==> config.mk <==
export PLATFORM = sky130hd
export DESIGN_NAME = tankArena
export DESIGN_NICKNAME = d
export VERILOG_FILES = /design/src/source/tankArenaPkg.sv /design/src/source/tileMap.sv /design/src/source/pixelDecode.sv /design/src/source/tankMotion.sv /design/src/source/pixelShade.sv /design/src/source/tankArena.sv
export VERILOG_INCLUDE_DIRS = /design/src /design/src/source
export SDC_FILE = /design/constraint.sdc
export NUM_CORES = 1
export LEC_CHECK = 0
export ABC_AREA = 1
export BUFFER_PORTS_ARGS = -buffer_cell sky130_fd_sc_hd__clkbuf_2
export CAP_MARGIN = 10
export CORE_ASPECT_RATIO = 1.5
export CORE_MARGIN = 2
export CORE_UTILIZATION = 40
export DETAILED_ROUTE_END_ITERATION = 8
export PLACE_DENSITY = 0.58
export SLEW_MARGIN = 10
export SYNTH_ARGS = -nofsm -noshare
export SYNTH_HDL_FRONTEND = slang
export SYNTH_SLANG_ARGS = --single-unit
==> constraint.sdc <==
create_clock -name Master_Clock_In -period 6 [get_ports Master_Clock_In]
set_input_delay 1.8 -clock Master_Clock_In [delete_from_list [all_inputs] [get_ports Master_Clock_In]]
set_output_delay 1.8 -clock Master_Clock_In [all_outputs]
set_load 0.05 [all_outputs]
==> src/source/tankArena_defs.svh <==
`ifndef TANKARENA_DEFS_SVH
`define TANKARENA_DEFS_SVH

////////////////////////////////
// Screen and tile geometry
////////////////////////////////

// Last visible column and row, inclusive
`define SCREEN_WIDTH  640
`define SCREEN_HEIGHT 480

// 32x32 pixel tiles on a 20x15 grid
`define TILE_SHIFT 5
`define MAP_COLS   20
`define MAP_ROWS   15

// Tank box spans origin to origin plus this offset
`define TANK_WIDTH 25
// Spawn point, same for x and y
`define TANK_START 5

////////////////////////////////
// 12-bit RGB shades
////////////////////////////////

`define COLOR_TANK   12'h2C2
`define COLOR_EMPTY  12'hEEE
`define COLOR_WALL   12'h555
`define COLOR_BRICK  12'hA52
`define COLOR_COIN   12'hFD0
// Codes 4 to 7
`define COLOR_HAZARD 12'hF44
`define COLOR_OTHER  12'h888
// Outside the visible limits
`define COLOR_BORDER 12'h222

`endif

==> src/source/tankArenaPkg.sv <==
`default_nettype none
`include "tankArena_defs.svh"

package tankArenaPkg;

	// Scalar widths
	typedef logic [9:0] coordT;
	typedef logic [3:0] tileCodeT;
	typedef logic [7:0] coinCountT;

	// Grid position of a pixel
	typedef struct packed
	{
		logic [4:0] tileCol;
		logic [3:0] tileRow;
	} tileIndexT;

	// Tank origin, top-left corner
	typedef struct packed
	{
		coordT tankX;
		coordT tankY;
	} tankPosT;

	// One decoded pixel of the scan
	typedef struct packed
	{
		coordT     pixelX;
		coordT     pixelY;
		tileIndexT tile;
		logic      visible;
		logic      inRange;
	} pixelT;

	typedef struct packed
	{
		logic [3:0] red;
		logic [3:0] green;
		logic [3:0] blue;
	} colorT;

	typedef struct packed
	{
		logic up;
		logic down;
		logic left;
		logic right;
	} buttonsT;

	typedef enum logic [2:0] {IDLE, WRAP, PROBE, RESOLVE, DONE} motionStateT;

	// Pixel coordinate to tile, folded into the map range
	function automatic tileIndexT tileOf(coordT x, coordT y);
		tileIndexT idx;
		idx.tileCol = 5'((x >> `TILE_SHIFT) % `MAP_COLS);
		idx.tileRow = 4'((y >> `TILE_SHIFT) % `MAP_ROWS);
		return idx;
	endfunction

endpackage

`default_nettype wire

==> src/source/tileMap.sv <==
`default_nettype none
`include "tankArena_defs.svh"

module tileMap
(
	input  wire logic                   Master_Clock_In,
	input  wire logic                   rstN,
	input  wire tankArenaPkg::tileIndexT pixelIndex,
	input  wire tankArenaPkg::tileIndexT probeIndex,
	input  wire tankArenaPkg::tileIndexT clearIndex,
	input  wire logic                   clearEn,
	output tankArenaPkg::tileCodeT      pixelTile,
	output tankArenaPkg::tileCodeT      probeTile
);

	////////////////////////////////
	// Start layout
	////////////////////////////////

	// One hex digit per tile, column 0 leftmost
	// Outer ring empty, bricks (2) and coins (3) inside
	localparam logic [79:0] mapLayout [`MAP_ROWS] = '{
		80'h0000000000_0000000000,
		80'h0232322323_3232232320,
		80'h0332333323_3233332330,
		80'h0222222323_3232222220,
		80'h0332333323_3233332330,
		80'h0232322322_2232232330,
		80'h0333333333_3333333330,
		80'h0222223222_2223222220,
		80'h0333333333_3333333330,
		80'h0232322322_2232232320,
		80'h0332333323_3233332330,
		80'h0222222323_3232222220,
		80'h0332333323_3233332330,
		80'h0232322323_3232232320,
		80'h0000000000_0000000000
	};

	// Live map, coins get cleared here
	tankArenaPkg::tileCodeT mapMem [`MAP_ROWS][`MAP_COLS];

	////////////////////////////////
	// Reload and clear
	////////////////////////////////

	always_ff @(posedge Master_Clock_In)
	begin
		if (!rstN)
		begin
			// Whole layout comes back on reset
			for (int r = 0; r < `MAP_ROWS; r++)
			begin
				for (int c = 0; c < `MAP_COLS; c++)
				begin
					mapMem[r][c] <= mapLayout[r][79 - 4*c -: 4];
				end
			end
		end
		else if (clearEn)
		begin
			// Collected coin becomes empty floor
			mapMem[clearIndex.tileRow][clearIndex.tileCol] <= '0;
		end
	end

	// Two independent combinational reads
	assign pixelTile = mapMem[pixelIndex.tileRow][pixelIndex.tileCol];
	assign probeTile = mapMem[probeIndex.tileRow][probeIndex.tileCol];

	// Clear requests from the motion logic stay on the grid
	clearInMap: assert property (@(posedge Master_Clock_In) disable iff (!rstN)
		clearEn |-> (clearIndex.tileCol < `MAP_COLS) && (clearIndex.tileRow < `MAP_ROWS));

endmodule

`default_nettype wire

==> src/source/pixelDecode.sv <==
`default_nettype none
`include "tankArena_defs.svh"

module pixelDecode
(
	input  wire logic               Master_Clock_In,
	input  wire logic               rstN,
	input  wire logic               dispEna,
	input  wire tankArenaPkg::coordT pixelX,
	input  wire tankArenaPkg::coordT pixelY,
	input  wire logic               stepAck,
	output tankArenaPkg::pixelT     pixelStage,
	output logic                    stepReq
);

	// Last visible pixel of the frame
	logic endOfFrame;

	assign endOfFrame = dispEna
		&& (pixelX == tankArenaPkg::coordT'(`SCREEN_WIDTH))
		&& (pixelY == tankArenaPkg::coordT'(`SCREEN_HEIGHT));

	////////////////////////////////
	// Pixel stage
	////////////////////////////////

	always_ff @(posedge Master_Clock_In)
	begin
		pixelStage.pixelX  <= pixelX;
		pixelStage.pixelY  <= pixelY;
		pixelStage.tile    <= tankArenaPkg::tileOf(pixelX, pixelY);
		pixelStage.visible <= dispEna;
		// Limits are inclusive
		pixelStage.inRange <= (pixelX <= tankArenaPkg::coordT'(`SCREEN_WIDTH))
			&& (pixelY <= tankArenaPkg::coordT'(`SCREEN_HEIGHT));
	end

	////////////////////////////////
	// Step request, four-phase
	////////////////////////////////

	always_ff @(posedge Master_Clock_In)
	begin
		if (!rstN)
			stepReq <= 1'b0;
		else if (stepReq && stepAck)
			stepReq <= 1'b0;
		// Only start from rest, late frames are dropped
		else if (!stepReq && !stepAck && endOfFrame)
			stepReq <= 1'b1;
	end

	// Request is held until the motion side acknowledges
	reqHeldForAck: assert property (@(posedge Master_Clock_In) disable iff (!rstN)
		$fell(stepReq) |-> $past(stepAck));

endmodule

`default_nettype wire

==> src/source/tankMotion.sv <==
`default_nettype none
`include "tankArena_defs.svh"

module tankMotion
(
	input  wire logic                   Master_Clock_In,
	input  wire logic                   rstN,
	input  wire logic                   stepReq,
	input  wire tankArenaPkg::buttonsT   buttons,
	input  wire tankArenaPkg::tileCodeT  probeTile,
	output tankArenaPkg::tileIndexT     probeIndex,
	output logic                        clearEn,
	output tankArenaPkg::tileIndexT     clearIndex,
	output logic                        stepAck,
	output tankArenaPkg::tankPosT       tankPos,
	output tankArenaPkg::coinCountT     coinValue
);

	tankArenaPkg::motionStateT state;
	logic [1:0]                probeCnt;
	// Corner codes in TL, TR, BL, BR order
	tankArenaPkg::tileCodeT    corners [4];
	logic [3:0]                solid;
	logic                      coinHit;
	logic [1:0]                coinCorner;
	tankArenaPkg::tankPosT     nextPos;

	// Tile under one corner, bit 0 picks right, bit 1 picks bottom
	function automatic tankArenaPkg::tileIndexT cornerTile(tankArenaPkg::tankPosT pos,
		logic [1:0] corner);
		tankArenaPkg::coordT cx;
		tankArenaPkg::coordT cy;
		cx = corner[0] ? tankArenaPkg::coordT'(pos.tankX + `TANK_WIDTH) : pos.tankX;
		cy = corner[1] ? tankArenaPkg::coordT'(pos.tankY + `TANK_WIDTH) : pos.tankY;
		return tankArenaPkg::tileOf(cx, cy);
	endfunction

	// Screen edge wrap for one axis
	function automatic tankArenaPkg::coordT wrapCoord(tankArenaPkg::coordT c, int limit);
		if (c == '0)
			return tankArenaPkg::coordT'(limit - `TANK_WIDTH - 1);
		else if (c == tankArenaPkg::coordT'(limit - `TANK_WIDTH))
			return tankArenaPkg::coordT'(1);
		return c;
	endfunction

	assign probeIndex = cornerTile(tankPos, probeCnt);
	assign clearIndex = cornerTile(tankPos, coinCorner);
	assign stepAck    = (state == tankArenaPkg::DONE);
	// Coin only counts when no corner is blocked
	assign clearEn    = (state == tankArenaPkg::RESOLVE) && (solid == '0) && coinHit;

	////////////////////////////////
	// Resolve rules
	////////////////////////////////

	always_comb
	begin
		for (int k = 0; k < 4; k++)
			solid[k] = (corners[k] == 4'd1) || (corners[k] == 4'd2);
		// First coin corner wins
		coinHit    = 1'b1;
		coinCorner = 2'd0;
		if (corners[0] == 4'd3)
			coinCorner = 2'd0;
		else if (corners[1] == 4'd3)
			coinCorner = 2'd1;
		else if (corners[2] == 4'd3)
			coinCorner = 2'd2;
		else if (corners[3] == 4'd3)
			coinCorner = 2'd3;
		else
			coinHit = 1'b0;

		nextPos = tankPos;
		// Edge pairs first, then single corners
		if (solid[2] && solid[3])
			nextPos.tankY = tankPos.tankY - 1'b1;
		else if (solid[0] && solid[2])
			nextPos.tankX = tankPos.tankX + 1'b1;
		else if (solid[0] && solid[1])
			nextPos.tankY = tankPos.tankY + 1'b1;
		else if (solid[1] && solid[3])
			nextPos.tankX = tankPos.tankX - 1'b1;
		else if (solid[0])
			nextPos = '{tankX: tankPos.tankX + 1'b1, tankY: tankPos.tankY + 1'b1};
		else if (solid[1])
			nextPos = '{tankX: tankPos.tankX - 1'b1, tankY: tankPos.tankY + 1'b1};
		else if (solid[2])
			nextPos = '{tankX: tankPos.tankX + 1'b1, tankY: tankPos.tankY - 1'b1};
		else if (solid[3])
			nextPos = '{tankX: tankPos.tankX - 1'b1, tankY: tankPos.tankY - 1'b1};
		// Buttons only when nothing else happened, up has priority
		else if (!coinHit)
		begin
			if (buttons.up)
				nextPos.tankY = tankPos.tankY - 1'b1;
			else if (buttons.right)
				nextPos.tankX = tankPos.tankX + 1'b1;
			else if (buttons.down)
				nextPos.tankY = tankPos.tankY + 1'b1;
			else if (buttons.left)
				nextPos.tankX = tankPos.tankX - 1'b1;
		end
	end

	////////////////////////////////
	// Step FSM
	////////////////////////////////

	always_ff @(posedge Master_Clock_In)
	begin
		if (!rstN)
		begin
			state     <= tankArenaPkg::IDLE;
			probeCnt  <= '0;
			tankPos   <= '{tankX: `TANK_START, tankY: `TANK_START};
			coinValue <= '0;
		end
		else
		begin
			case (state)
				tankArenaPkg::IDLE:
					if (stepReq)
						state <= tankArenaPkg::WRAP;
				tankArenaPkg::WRAP:
				begin
					tankPos.tankX <= wrapCoord(tankPos.tankX, `SCREEN_WIDTH);
					tankPos.tankY <= wrapCoord(tankPos.tankY, `SCREEN_HEIGHT);
					probeCnt      <= '0;
					state         <= tankArenaPkg::PROBE;
				end
				tankArenaPkg::PROBE:
				begin
					// One corner per cycle
					probeCnt <= probeCnt + 1'b1;
					if (probeCnt == 2'd3)
						state <= tankArenaPkg::RESOLVE;
				end
				tankArenaPkg::RESOLVE:
				begin
					tankPos <= nextPos;
					if (clearEn)
						coinValue <= coinValue + 1'b1;
					state <= tankArenaPkg::DONE;
				end
				tankArenaPkg::DONE:
					// Ack stays up until the request drops
					if (!stepReq)
						state <= tankArenaPkg::IDLE;
				default:
					state <= tankArenaPkg::IDLE;
			endcase
		end
	end

	// Corner codes, latched as the probe walks
	always_ff @(posedge Master_Clock_In)
	begin
		if (state == tankArenaPkg::PROBE)
			corners[probeCnt] <= probeTile;
	end

	// Ack never rises without a pending request
	ackNeedsReq: assert property (@(posedge Master_Clock_In) disable iff (!rstN)
		$rose(stepAck) |-> stepReq);

endmodule

`default_nettype wire

==> src/source/pixelShade.sv <==
`default_nettype none
`include "tankArena_defs.svh"

module pixelShade
(
	input  wire logic                  Master_Clock_In,
	input  wire logic                  rstN,
	input  wire tankArenaPkg::pixelT    pixelStage,
	input  wire tankArenaPkg::tileCodeT pixelTile,
	input  wire tankArenaPkg::tankPosT  tankPos,
	output tankArenaPkg::colorT        pixelColor
);

	tankArenaPkg::colorT tileColor;
	tankArenaPkg::colorT nextColor;
	logic                inTank;

	// Flat shade per tile code
	always_comb
	begin
		case (pixelTile)
			4'd0:
				tileColor = tankArenaPkg::colorT'(`COLOR_EMPTY);
			4'd1:
				tileColor = tankArenaPkg::colorT'(`COLOR_WALL);
			4'd2:
				tileColor = tankArenaPkg::colorT'(`COLOR_BRICK);
			4'd3:
				tileColor = tankArenaPkg::colorT'(`COLOR_COIN);
			4'd4, 4'd5, 4'd6, 4'd7:
				tileColor = tankArenaPkg::colorT'(`COLOR_HAZARD);
			default:
				tileColor = tankArenaPkg::colorT'(`COLOR_OTHER);
		endcase
	end

	// Inclusive tank box
	assign inTank = (pixelStage.pixelX >= tankPos.tankX)
		&& (pixelStage.pixelX <= tankPos.tankX + `TANK_WIDTH)
		&& (pixelStage.pixelY >= tankPos.tankY)
		&& (pixelStage.pixelY <= tankPos.tankY + `TANK_WIDTH);

	////////////////////////////////
	// Colour priority
	////////////////////////////////

	always_comb
	begin
		if (!pixelStage.visible)
			nextColor = '0;
		else if (!pixelStage.inRange)
			nextColor = tankArenaPkg::colorT'(`COLOR_BORDER);
		else if (inTank)
			nextColor = tankArenaPkg::colorT'(`COLOR_TANK);
		else
			nextColor = tileColor;
	end

	// Second stage of the pixel pipe
	always_ff @(posedge Master_Clock_In)
	begin
		if (!rstN)
			pixelColor <= '0;
		else
			pixelColor <= nextColor;
	end

endmodule

`default_nettype wire

==> src/source/tankArena.sv <==
`default_nettype none

module tankArena
(
	input  wire logic                  Master_Clock_In,
	input  wire logic                  rstN,
	input  wire logic                  dispEna,
	input  wire tankArenaPkg::coordT    pixelX,
	input  wire tankArenaPkg::coordT    pixelY,
	input  wire tankArenaPkg::buttonsT  buttons,
	output tankArenaPkg::colorT        pixelColor,
	output tankArenaPkg::coinCountT    coinValue
);

	// Pixel path
	tankArenaPkg::pixelT     pixelStage;
	tankArenaPkg::tileCodeT  pixelTile;
	// Probe and clear path
	tankArenaPkg::tileCodeT  probeTile;
	tankArenaPkg::tileIndexT probeIndex;
	tankArenaPkg::tileIndexT clearIndex;
	logic                    clearEn;
	tankArenaPkg::tankPosT   tankPos;
	// Frame step handshake
	logic                    stepReq;
	logic                    stepAck;

	pixelDecode decode (
		.Master_Clock_In(Master_Clock_In),
		.rstN(rstN),
		.dispEna(dispEna),
		.pixelX(pixelX),
		.pixelY(pixelY),
		.stepAck(stepAck),
		.pixelStage(pixelStage),
		.stepReq(stepReq)
	);

	tileMap mapStore (
		.Master_Clock_In(Master_Clock_In),
		.rstN(rstN),
		.pixelIndex(pixelStage.tile),
		.probeIndex(probeIndex),
		.clearIndex(clearIndex),
		.clearEn(clearEn),
		.pixelTile(pixelTile),
		.probeTile(probeTile)
	);

	tankMotion execute (
		.Master_Clock_In(Master_Clock_In),
		.rstN(rstN),
		.stepReq(stepReq),
		.buttons(buttons),
		.probeTile(probeTile),
		.probeIndex(probeIndex),
		.clearEn(clearEn),
		.clearIndex(clearIndex),
		.stepAck(stepAck),
		.tankPos(tankPos),
		.coinValue(coinValue)
	);

	pixelShade result (
		.Master_Clock_In(Master_Clock_In),
		.rstN(rstN),
		.pixelStage(pixelStage),
		.pixelTile(pixelTile),
		.tankPos(tankPos),
		.pixelColor(pixelColor)
	);

endmodule

`default_nettype wire

==> summary.md, run 1 <==
| Metric | Value |
|---|---|
| CTS tree | built |
| Wire length after detailed routing | 83720 um |
| Number of setup violations in the final report | 0 |
| Required @ worst endpoint | 6.37 ns |
| Type of the worst setup path | register to register |
| Number of buffers inserted during clock tree synthesis | 35 |
| Number of rows created at floorplan | 97 |
| Effective utilization at floorplan | 40.61% |
| I/O pin count | 47 |
| RR Startpoint | execute.tankPos[0] |
| Library cell occupying the most area in the post-synthesis netlist | sky130_fd_sc_hd__dfxtp_1 |
| CTS Hold Buffers Added | 0 |
| R2r endpoint | execute.corners[3][1] |
| Min Clock Period, post-route | 5.503 ns |
| TritonRoute pass-1 iters | 6 |
| LEAKAGE | 9.540 nW |
| Hold violation total from the final report | 0 |
| Stages on worst setup path | 30 |
| Post-layout net count | 2908 |
| Overall via count from detail_route | 20550 |
| Cell type of the slowest stage on the worst timing path | sky130_fd_sc_hd__nor2_2 |
| Number of buffers added on ports | 46 |
| Worst Hold Endpoint | execute.coinValue[7] |
| CTS-repair resized insts | 0 |
| Fraction of final layout cells sized beyond drive strength 1 | 8.940% |
| Delay of the slowest critical-path stage | 0.66 ns |
| Wire length of the first global-routing pass | 124600 um |
| Final cycle utilization of the critical path | 91.71% |
| Remaining max-slew budget at the tightest pin | 25.06% |
| Clk slew on worst S/H paths | 0.06 ns |
| Hold path startpoint | execute.coinValue[7] |
| GRT Overall Usage | 33.59% |
| Predominant post-synthesis flop cell | sky130_fd_sc_hd__dfxtp_1 |
| Number of H-tree branching levels | 2 |
| Cell class contributing the biggest share of worst-path delay | simple AND/OR/NAND/NOR gates |
| Clk Latency, worst-skew pair | 0.56 ns |
| Antenna violations before repair | 0 |
| Post-layout utilization of the core | 44.98% |
| Avg Vias per Cell | 6.000 |
| Post-synthesis cell area | 19020 um^2 |
| Global route overflow | 0 |
| Vias in the first global route | 20230 |
| Largest net degree at the start of global routing | 100 |
| Depth of the worst hold-timing path | 2 |
| FF+latch count, synth | 317 |
| Worst-path fanout max | 18 |
| Peak ir drop on the vdd network | 0.2091 mV |
| WP buf/inv | 2 |
| Clock buffer depth | 3 |
| Die footprint | 49350 um^2 |
| Post-synth EDFFs | 8 |
| Hold crit path type | register to register |
| RePlAce Congestion | 1.073 |
| Crit path top cell by count | sky130_fd_sc_hd__nand2_1 |
| Worst slew pin tran | 1.120 ns |
| Synth async-reset ratio | 0% |
| Most repeated cell in the gate-level netlist after synthesis | sky130_fd_sc_hd__nand2_1 |
| Setup slack of the worst register-to-register path | 0.50 ns |
| Status | completed |
| Number of max-slew violations in the final report | 0 |
| Setup Buffers After CTS | 0 |
| Most instantiated cells after synthesis | sky130_fd_sc_hd__nand2_1, sky130_fd_sc_hd__inv_1, sky130_fd_sc_hd__dfxtp_1, sky130_fd_sc_hd__nor2_1, sky130_fd_sc_hd__a21oi_1 |
| Root Buffer Master | sky130_fd_sc_hd__clkbuf_16 |
| Post-Syn Nets | 2907 |
| Final Power | 5.382 mW |
| YS warnings | 0 |
| Power density over cell area | 255.4 nW/um^2 |
| Kind of start point of the critical path | register |
| Cells taking the most area after synthesis | sky130_fd_sc_hd__dfxtp_1, sky130_fd_sc_hd__nand2_1, sky130_fd_sc_hd__inv_1, sky130_fd_sc_hd__a21oi_1, sky130_fd_sc_hd__nand3_1 |
| Cells after Synth | 2802 |
| Upper clock frequency limit | 181.7 MHz |
| Wire per inst | 24.45 um |
| TritonCTS Sinks | 317 |
| Crit end category | register |
| Arrival time reported for the critical path endpoint | 5.87 ns |
| Total negative setup slack | 0 ns |
| Seq/Total Area, Yosys | 33.78% |
| Core area | 46850 um^2 |
| Clock tree skew after final layout | 0.02152 ns |
| RSZ-0062 raised after global routing | false |
| Maximum Capacitance Violations | 0 |
| Number of nets with antenna violations after detailed routing | 0 |
| Layout Area Growth over Synthesis | 10.77% |
| N_diodes | 0 |
| Height of the die | 271.1 um |
| Die span in x | 182.1 um |
| Synth cell types | 65 |
| Number of cells traversed by the worst register-to-register path | 30 |
| Remaining routing DRC violations | 0 |
| Mean post-synth cell area | 6.789 um^2 |
| Drt initial violations | 1994 |
| HPWL after DPL | 59340 um |
| Share of the synthesized area in the top cell type | 32.52% |
worst max-delay path by stage:
stage          slack [ns]               endpoint          startpoint
2_1_floorplan        2.23  execute.corners[0][1]  execute.tankPos[0]
3_3_place_gp         0.71  execute.corners[0][1]  execute.tankPos[0]
3_5_place_dp         0.61  execute.corners[3][1]  execute.tankPos[0]
4_1_cts              0.58  execute.corners[1][1]  execute.tankPos[0]
5_1_grt              0.16  execute.corners[3][1]  execute.tankPos[0]
6_report             0.50  execute.corners[3][1]  execute.tankPos[0]
layout by cell type, fill, tap and decap left out, types with 13 or more instances in the layout:
cell type	instances
sky130_fd_sc_hd__o22ai_1	58
sky130_fd_sc_hd__o211ai_1	31
sky130_fd_sc_hd__clkbuf_16	36
sky130_fd_sc_hd__a22oi_1	92
sky130_fd_sc_hd__nand3_1	217
sky130_fd_sc_hd__buf_4	71
sky130_fd_sc_hd__inv_1	317
sky130_fd_sc_hd__clkbuf_2	45
sky130_fd_sc_hd__dfxtp_1	308
sky130_fd_sc_hd__xor2_1	19
sky130_fd_sc_hd__nand2_1	588
sky130_fd_sc_hd__ha_1	78
sky130_fd_sc_hd__o221ai_1	16
sky130_fd_sc_hd__a21oi_1	234
sky130_fd_sc_hd__nor2_1	273
sky130_fd_sc_hd__nor2_4	13
sky130_fd_sc_hd__o21ai_0	141
sky130_fd_sc_hd__a31oi_1	23
sky130_fd_sc_hd__a221oi_1	14
sky130_fd_sc_hd__nor3_1	30
sky130_fd_sc_hd__o21ai_1	21
sky130_fd_sc_hd__nand4_1	15
sky130_fd_sc_hd__nand2_2	14
state kept, by name (all words and copies together), names as in the netlist, named ones only:
name / cells
execute.probeCnt: 2
mapStore.mapMem: 234
execute.tankPos: 20
execute.corners: 8
decode.stepReq: 1
execute.coinValue: 8
decode.pixelStage: 25
result.pixelColor: 12
execute.state: 3
final cells by class:
class | count | area [um^2]
inverter | 328 | 1236
fill | 4954 | 25770
multi-input combinational | 2005 | 10680
timing repair buffer | 116 | 758.2
clock inverter | 22 | 256.5
tap | 594 | 743.2
sequential | 317 | 6427
clock buffer | 42 | 973.4
worst min-delay path, stage by stage, from the launching register on:
cell and delay (ns):
sky130_fd_sc_hd__dfxtp_1 0.31, sky130_fd_sc_hd__inv_1 0.06, sky130_fd_sc_hd__a21oi_1 0.06
report_power, final:
part	internal (mW)	leakage, nW	switching (mW)
combinational	0.257	6.35	0.620
clock	1.35	0.601	0.983
sequential	2.14	2.58	0.0368
through the flow:
stage                     instance area (um^2)  setup slack (ns)  instances  hold slack, ns
final                                    21070            0.4975       3424          0.4756
after floorplan                          19020             2.232       2802          0.4380
after global placement                   19840            0.7106       3360          0.4485
after detailed placement                 19840            0.6056       3360          0.4662
after global routing                     21070            0.1555       3424          0.5022
after CTS                                21070            0.5780       3424          0.4769
cells by family after synthesis:
family                   count (synthesis)  synth area share (%)
flip-flops                             317                 33.78
multiplexers                             2                0.1381
XOR/XNOR                                21                0.9669
adder cells (fa/ha/maj)                 78                 5.130
AO/OA/AOI/OAI                          708                 22.82
AND/OR/NAND/NOR                       1196                 27.01
buffers and inverters                  480                 10.16
metal layers:
metal  part of all wire, %  vias up  GRT usage, %
met5                     0        -             0
met4                    11        0         30.43
met3                   7.8      451         5.573
met2                    47     1109         56.21
met1                    35     9501         36.21
li1                      -     9484             -
Note: power is estimated with default switching activity, not from simulation.
==> run 2: changes to the inputs <==
Settings changed: GPL_TIMING_DRIVEN set to 0.
==> run 2 against run 1 <==
  * Routed wire length rose by 39%
  * First-iteration DRC count is 55% higher
  * Global-route usage increased by 13 points
  * Worst hold slack worse by 0.0068 ns
  * Design area up 0.96%
  * Largest power group unchanged
  * The run now ends with negative setup slack left
==> summary.md, run 2 (same netlist as run 1, synthesis figures left out) <==
| Metric | Value |
|---|---|
| Status | finished with violations |
| Violations in the final reports | negative setup slack |
| Final critical-path setup slack | -0.3202 ns (-0.8177 ns) |
| Vias in the first global route | 21220 (+4.9%) |
| Worst hold slack | 0.4688 ns (-0.006836 ns) |
| Core area | 46850 um^2 (unchanged) |
| TritonCTS Sinks | 317 (unchanged) |
| Flip-flop count of the largest register after layout | 234 (unchanged) |
| Peak ir drop on the vdd network | 0.2035 mV (-2.7%) |
| Root Buffer Master | sky130_fd_sc_hd__clkbuf_16 |
| LEAKAGE | 9.581 nW (+0.43%) |
| Number of rows created at floorplan | 97 (unchanged) |
| Arrival time reported for the critical path endpoint | 6.82 ns (+0.95 ns) |
| CTS tree | built |
| Drt initial violations | 3087 (+55%) |
| Number of max-slew violations in the final report | 0 (unchanged) |
| Number of nets with antenna violations after detailed routing | 0 (unchanged) |
| Upper clock frequency limit | 158.2 MHz (-13%) |
| Number of buffers inserted during clock tree synthesis | 36 (+2.9%) |
| Sequential fraction of design power | 38.9% (-1.5 points) |
| Placed Area | 20010 um^2 (+0.82%) |
| Area of the multi-input gates | 10690 um^2 (about the same) |
| Number of H-tree branching levels | 2 (unchanged) |
| Clock buffer depth | 3 (unchanged) |
| I/O pin count | 47 (unchanged) |
| Clock network fraction of total power | 43.4% (about the same) |
| Wire length after detailed routing | 116500 um (+39%) |
| HPWL after DPL | 84330 um (+42%) |
| Register with the most flip-flops | mapStore.mapMem |
| Post-layout net count | 2990 (+2.8%) |
| Final instance area | 21270 um^2 (+0.96%) |
| Clk Latency, worst-skew pair | 0.57 ns (about the same) |
| Clock tree skew after final layout | 0.02682 ns (+0.005298 ns) |
| Int Pwr | 3.749 mW (+0.16%) |
| Kind of start point of the critical path | register |
| Total negative setup slack | -1.740 ns (-1.740 ns) |
| Placed Cells | 3442 (+2.4%) |
| Net switching power | 1.829 mW (+12%) |
| Number of buffers added on ports | 46 (unchanged) |
| Power density over cell area | 262.2 nW/um^2 (+2.6%) |
| Most frequent cells in the layout | sky130_fd_sc_hd__nand2_1, sky130_fd_sc_hd__inv_1, sky130_fd_sc_hd__dfxtp_1 |
| Total area of sequential cells | 6426 um^2 (about the same) |
| Largest net degree at the start of global routing | 15 (-85%) |
| Worst-path fanout max | 10 (-8) |
| Remaining routing DRC violations | 0 (unchanged) |
| Final cycle utilization of the critical path | 105.3% (+14 points) |
| Hold violation total from the final report | 0 (unchanged) |
| Maximum Capacitance Violations | 0 (unchanged) |
| Global route overflow | 0 (unchanged) |
| Number of non-filler instances in the completed layout | 3512 (+2.6%) |
| Number of setup violations in the final report | 9 (+9) |
| Die span in x | 182.1 um (unchanged) |
| Largest registers | mapStore.mapMem x234, decode.pixelStage x25, execute.tankPos x20 |
| Type of the worst setup path | register to register |
| Clk slew on worst S/H paths | 0.06 ns (about the same) |
| Remaining max-slew budget at the tightest pin | 1.610% (-23 points) |
| Final Power | 5.578 mW (+3.6%) |
| Wire length of the first global-routing pass | 158900 um (+28%) |
| Height of the die | 271.1 um (unchanged) |
| Fraction of final layout cells sized beyond drive strength 1 | 8.519% (-0.42 points) |
| Layout Area Growth over Synthesis | 11.83% |
| Number of fillers in the final layout | 4913 (-0.83%) |
| Die footprint | 49350 um^2 (unchanged) |
| TritonRoute pass-1 iters | 8 (+2) |
| Worst slew pin tran | 1.476 ns (+0.3559 ns) |
| Min Clock Period, post-route | 6.320 ns (+0.8177 ns) |
| Effective utilization at floorplan | 40.61% (unchanged) |
| Switching fraction of total power | 32.79% (+2.3 points) |
| Required @ worst endpoint | 6.50 ns (+0.13 ns) |
| RSZ-0062 raised after global routing | false |
| RePlAce Congestion | 1.120 (+4.3%) |
| Antenna violations before repair | 6 (+6) |
| Avg Vias per Cell | 6.418 (+7.0%) |
| Overall via count from detail_route | 22540 (+9.7%) |
| GRT Overall Usage | 46.27% (+13 points) |
| Hold crit path type | register to register |
| Most frequent standard cell in the layout excluding fill and tap cells | sky130_fd_sc_hd__nand2_1 |
| Part of the total power dissipated in combinational logic | 17.7% (+1.4 points) |
| Wire per inst | 33.17 um (+36%) |
| Crit end category | register |
## run 2: changes by cell type in the layout (fill, tap and decap cells not counted), moves of 4 or more
| cell | previous run | this run |
|---|---|---|
| sky130_fd_sc_hd__clkbuf_1 | 1 | 89 |
| sky130_fd_sc_hd__buf_4 | 71 | 10 |
| sky130_fd_sc_hd__buf_2 | 0 | 44 |
| sky130_fd_sc_hd__clkbuf_2 | 45 | 52 |
| sky130_fd_sc_hd__diode_2 | 0 | 7 |
| sky130_fd_sc_hd__buf_6 | 0 | 5 |
| sky130_fd_sc_hd__clkinv_4 | 4 | 0 |
| sky130_fd_sc_hd__clkinvlp_4 | 3 | 7 |
| sky130_fd_sc_hd__nor2_1 | 273 | 269 |
| sky130_fd_sc_hd__nor2_2 | 5 | 9 |
## run 2: routing by layer
layer | routed length (um) | track usage [%] | up-vias | share of wire, %
li1 | - | - | 9665 | -
met1 | 39210 | 50.33 | 10480 | 34
met2 | 49810 | 71.61 | 1710 | 43
met3 | 12580 | 12.07 | 690 | 11
met4 | 14910 | 46.16 | 0 | 13
met5 | 0 | 0 | - | 0
## run 2: final cells by class
cell class,count,area share (%)
flip-flops and latches,317,30.21
repair buffers,46,1.082
inverters,328,5.805
diodes,7,0.08234
plain buffers,151,3.311
clock inverters,21,1.329
well taps,594,3.493
multi-input cells,2005,50.24
clock buffers,43,4.452
## run 2: worst max-delay path, stage by stage (launching register included)
cell	delay, ns
sky130_fd_sc_hd__dfxtp_1	0.39
sky130_fd_sc_hd__clkbuf_1	0.43
sky130_fd_sc_hd__inv_2	0.29
sky130_fd_sc_hd__nor2_1	0.79
sky130_fd_sc_hd__inv_1	0.60
sky130_fd_sc_hd__nor2_2	0.81
sky130_fd_sc_hd__inv_1	0.57
sky130_fd_sc_hd__o2111ai_1	0.51
sky130_fd_sc_hd__a31oi_1	0.19
sky130_fd_sc_hd__a41oi_1	0.41
sky130_fd_sc_hd__o211ai_1	0.12
sky130_fd_sc_hd__o21ai_0	0.22
sky130_fd_sc_hd__a22oi_1	0.33
sky130_fd_sc_hd__ha_1	0.31
sky130_fd_sc_hd__a31o_2	0.23
sky130_fd_sc_hd__inv_1	0.04
## run 2: path summary, 6_finish.rpt
kind	start	endpoint	slack, ns	depth (start not counted)
max	register	result.pixelColor[9]	-0.32	15
min	execute.coinValue[7]	execute.coinValue[7]	0.47	2
max reg2reg	register	result.pixelColor[9]	-0.32	15
min reg2reg	execute.coinValue[7]	execute.coinValue[7]	0.47	2
## run 2: what timing repair did
item,4_1_cts,5_1_grt
resized for setup,1,8
hold buffers,0,0
setup endpoints to repair,8,14
setup buffers,0,0
## run 2: per-stage QoR
stage | util [%] | setup WS, ns
detailed placement | 42.70 | -0.1986
global route | 45.38 | 0.04124
finish | 45.41 | -0.3202
global placement | 42.68 | -0.2730
floorplan | - | 2.232
CTS | 45.33 | 0.2266
## run 2: power by group through the flow
stage               Sequential (mW)  Combinational [mW]  Clock [mW]
finish                         2.17               0.989        2.42
global route                   2.17                1.00        2.48
CTS                            2.17               0.921        2.41
detailed placement             2.21               0.918           0
global placement               2.21               0.918           0
floorplan                      2.21               0.473           0
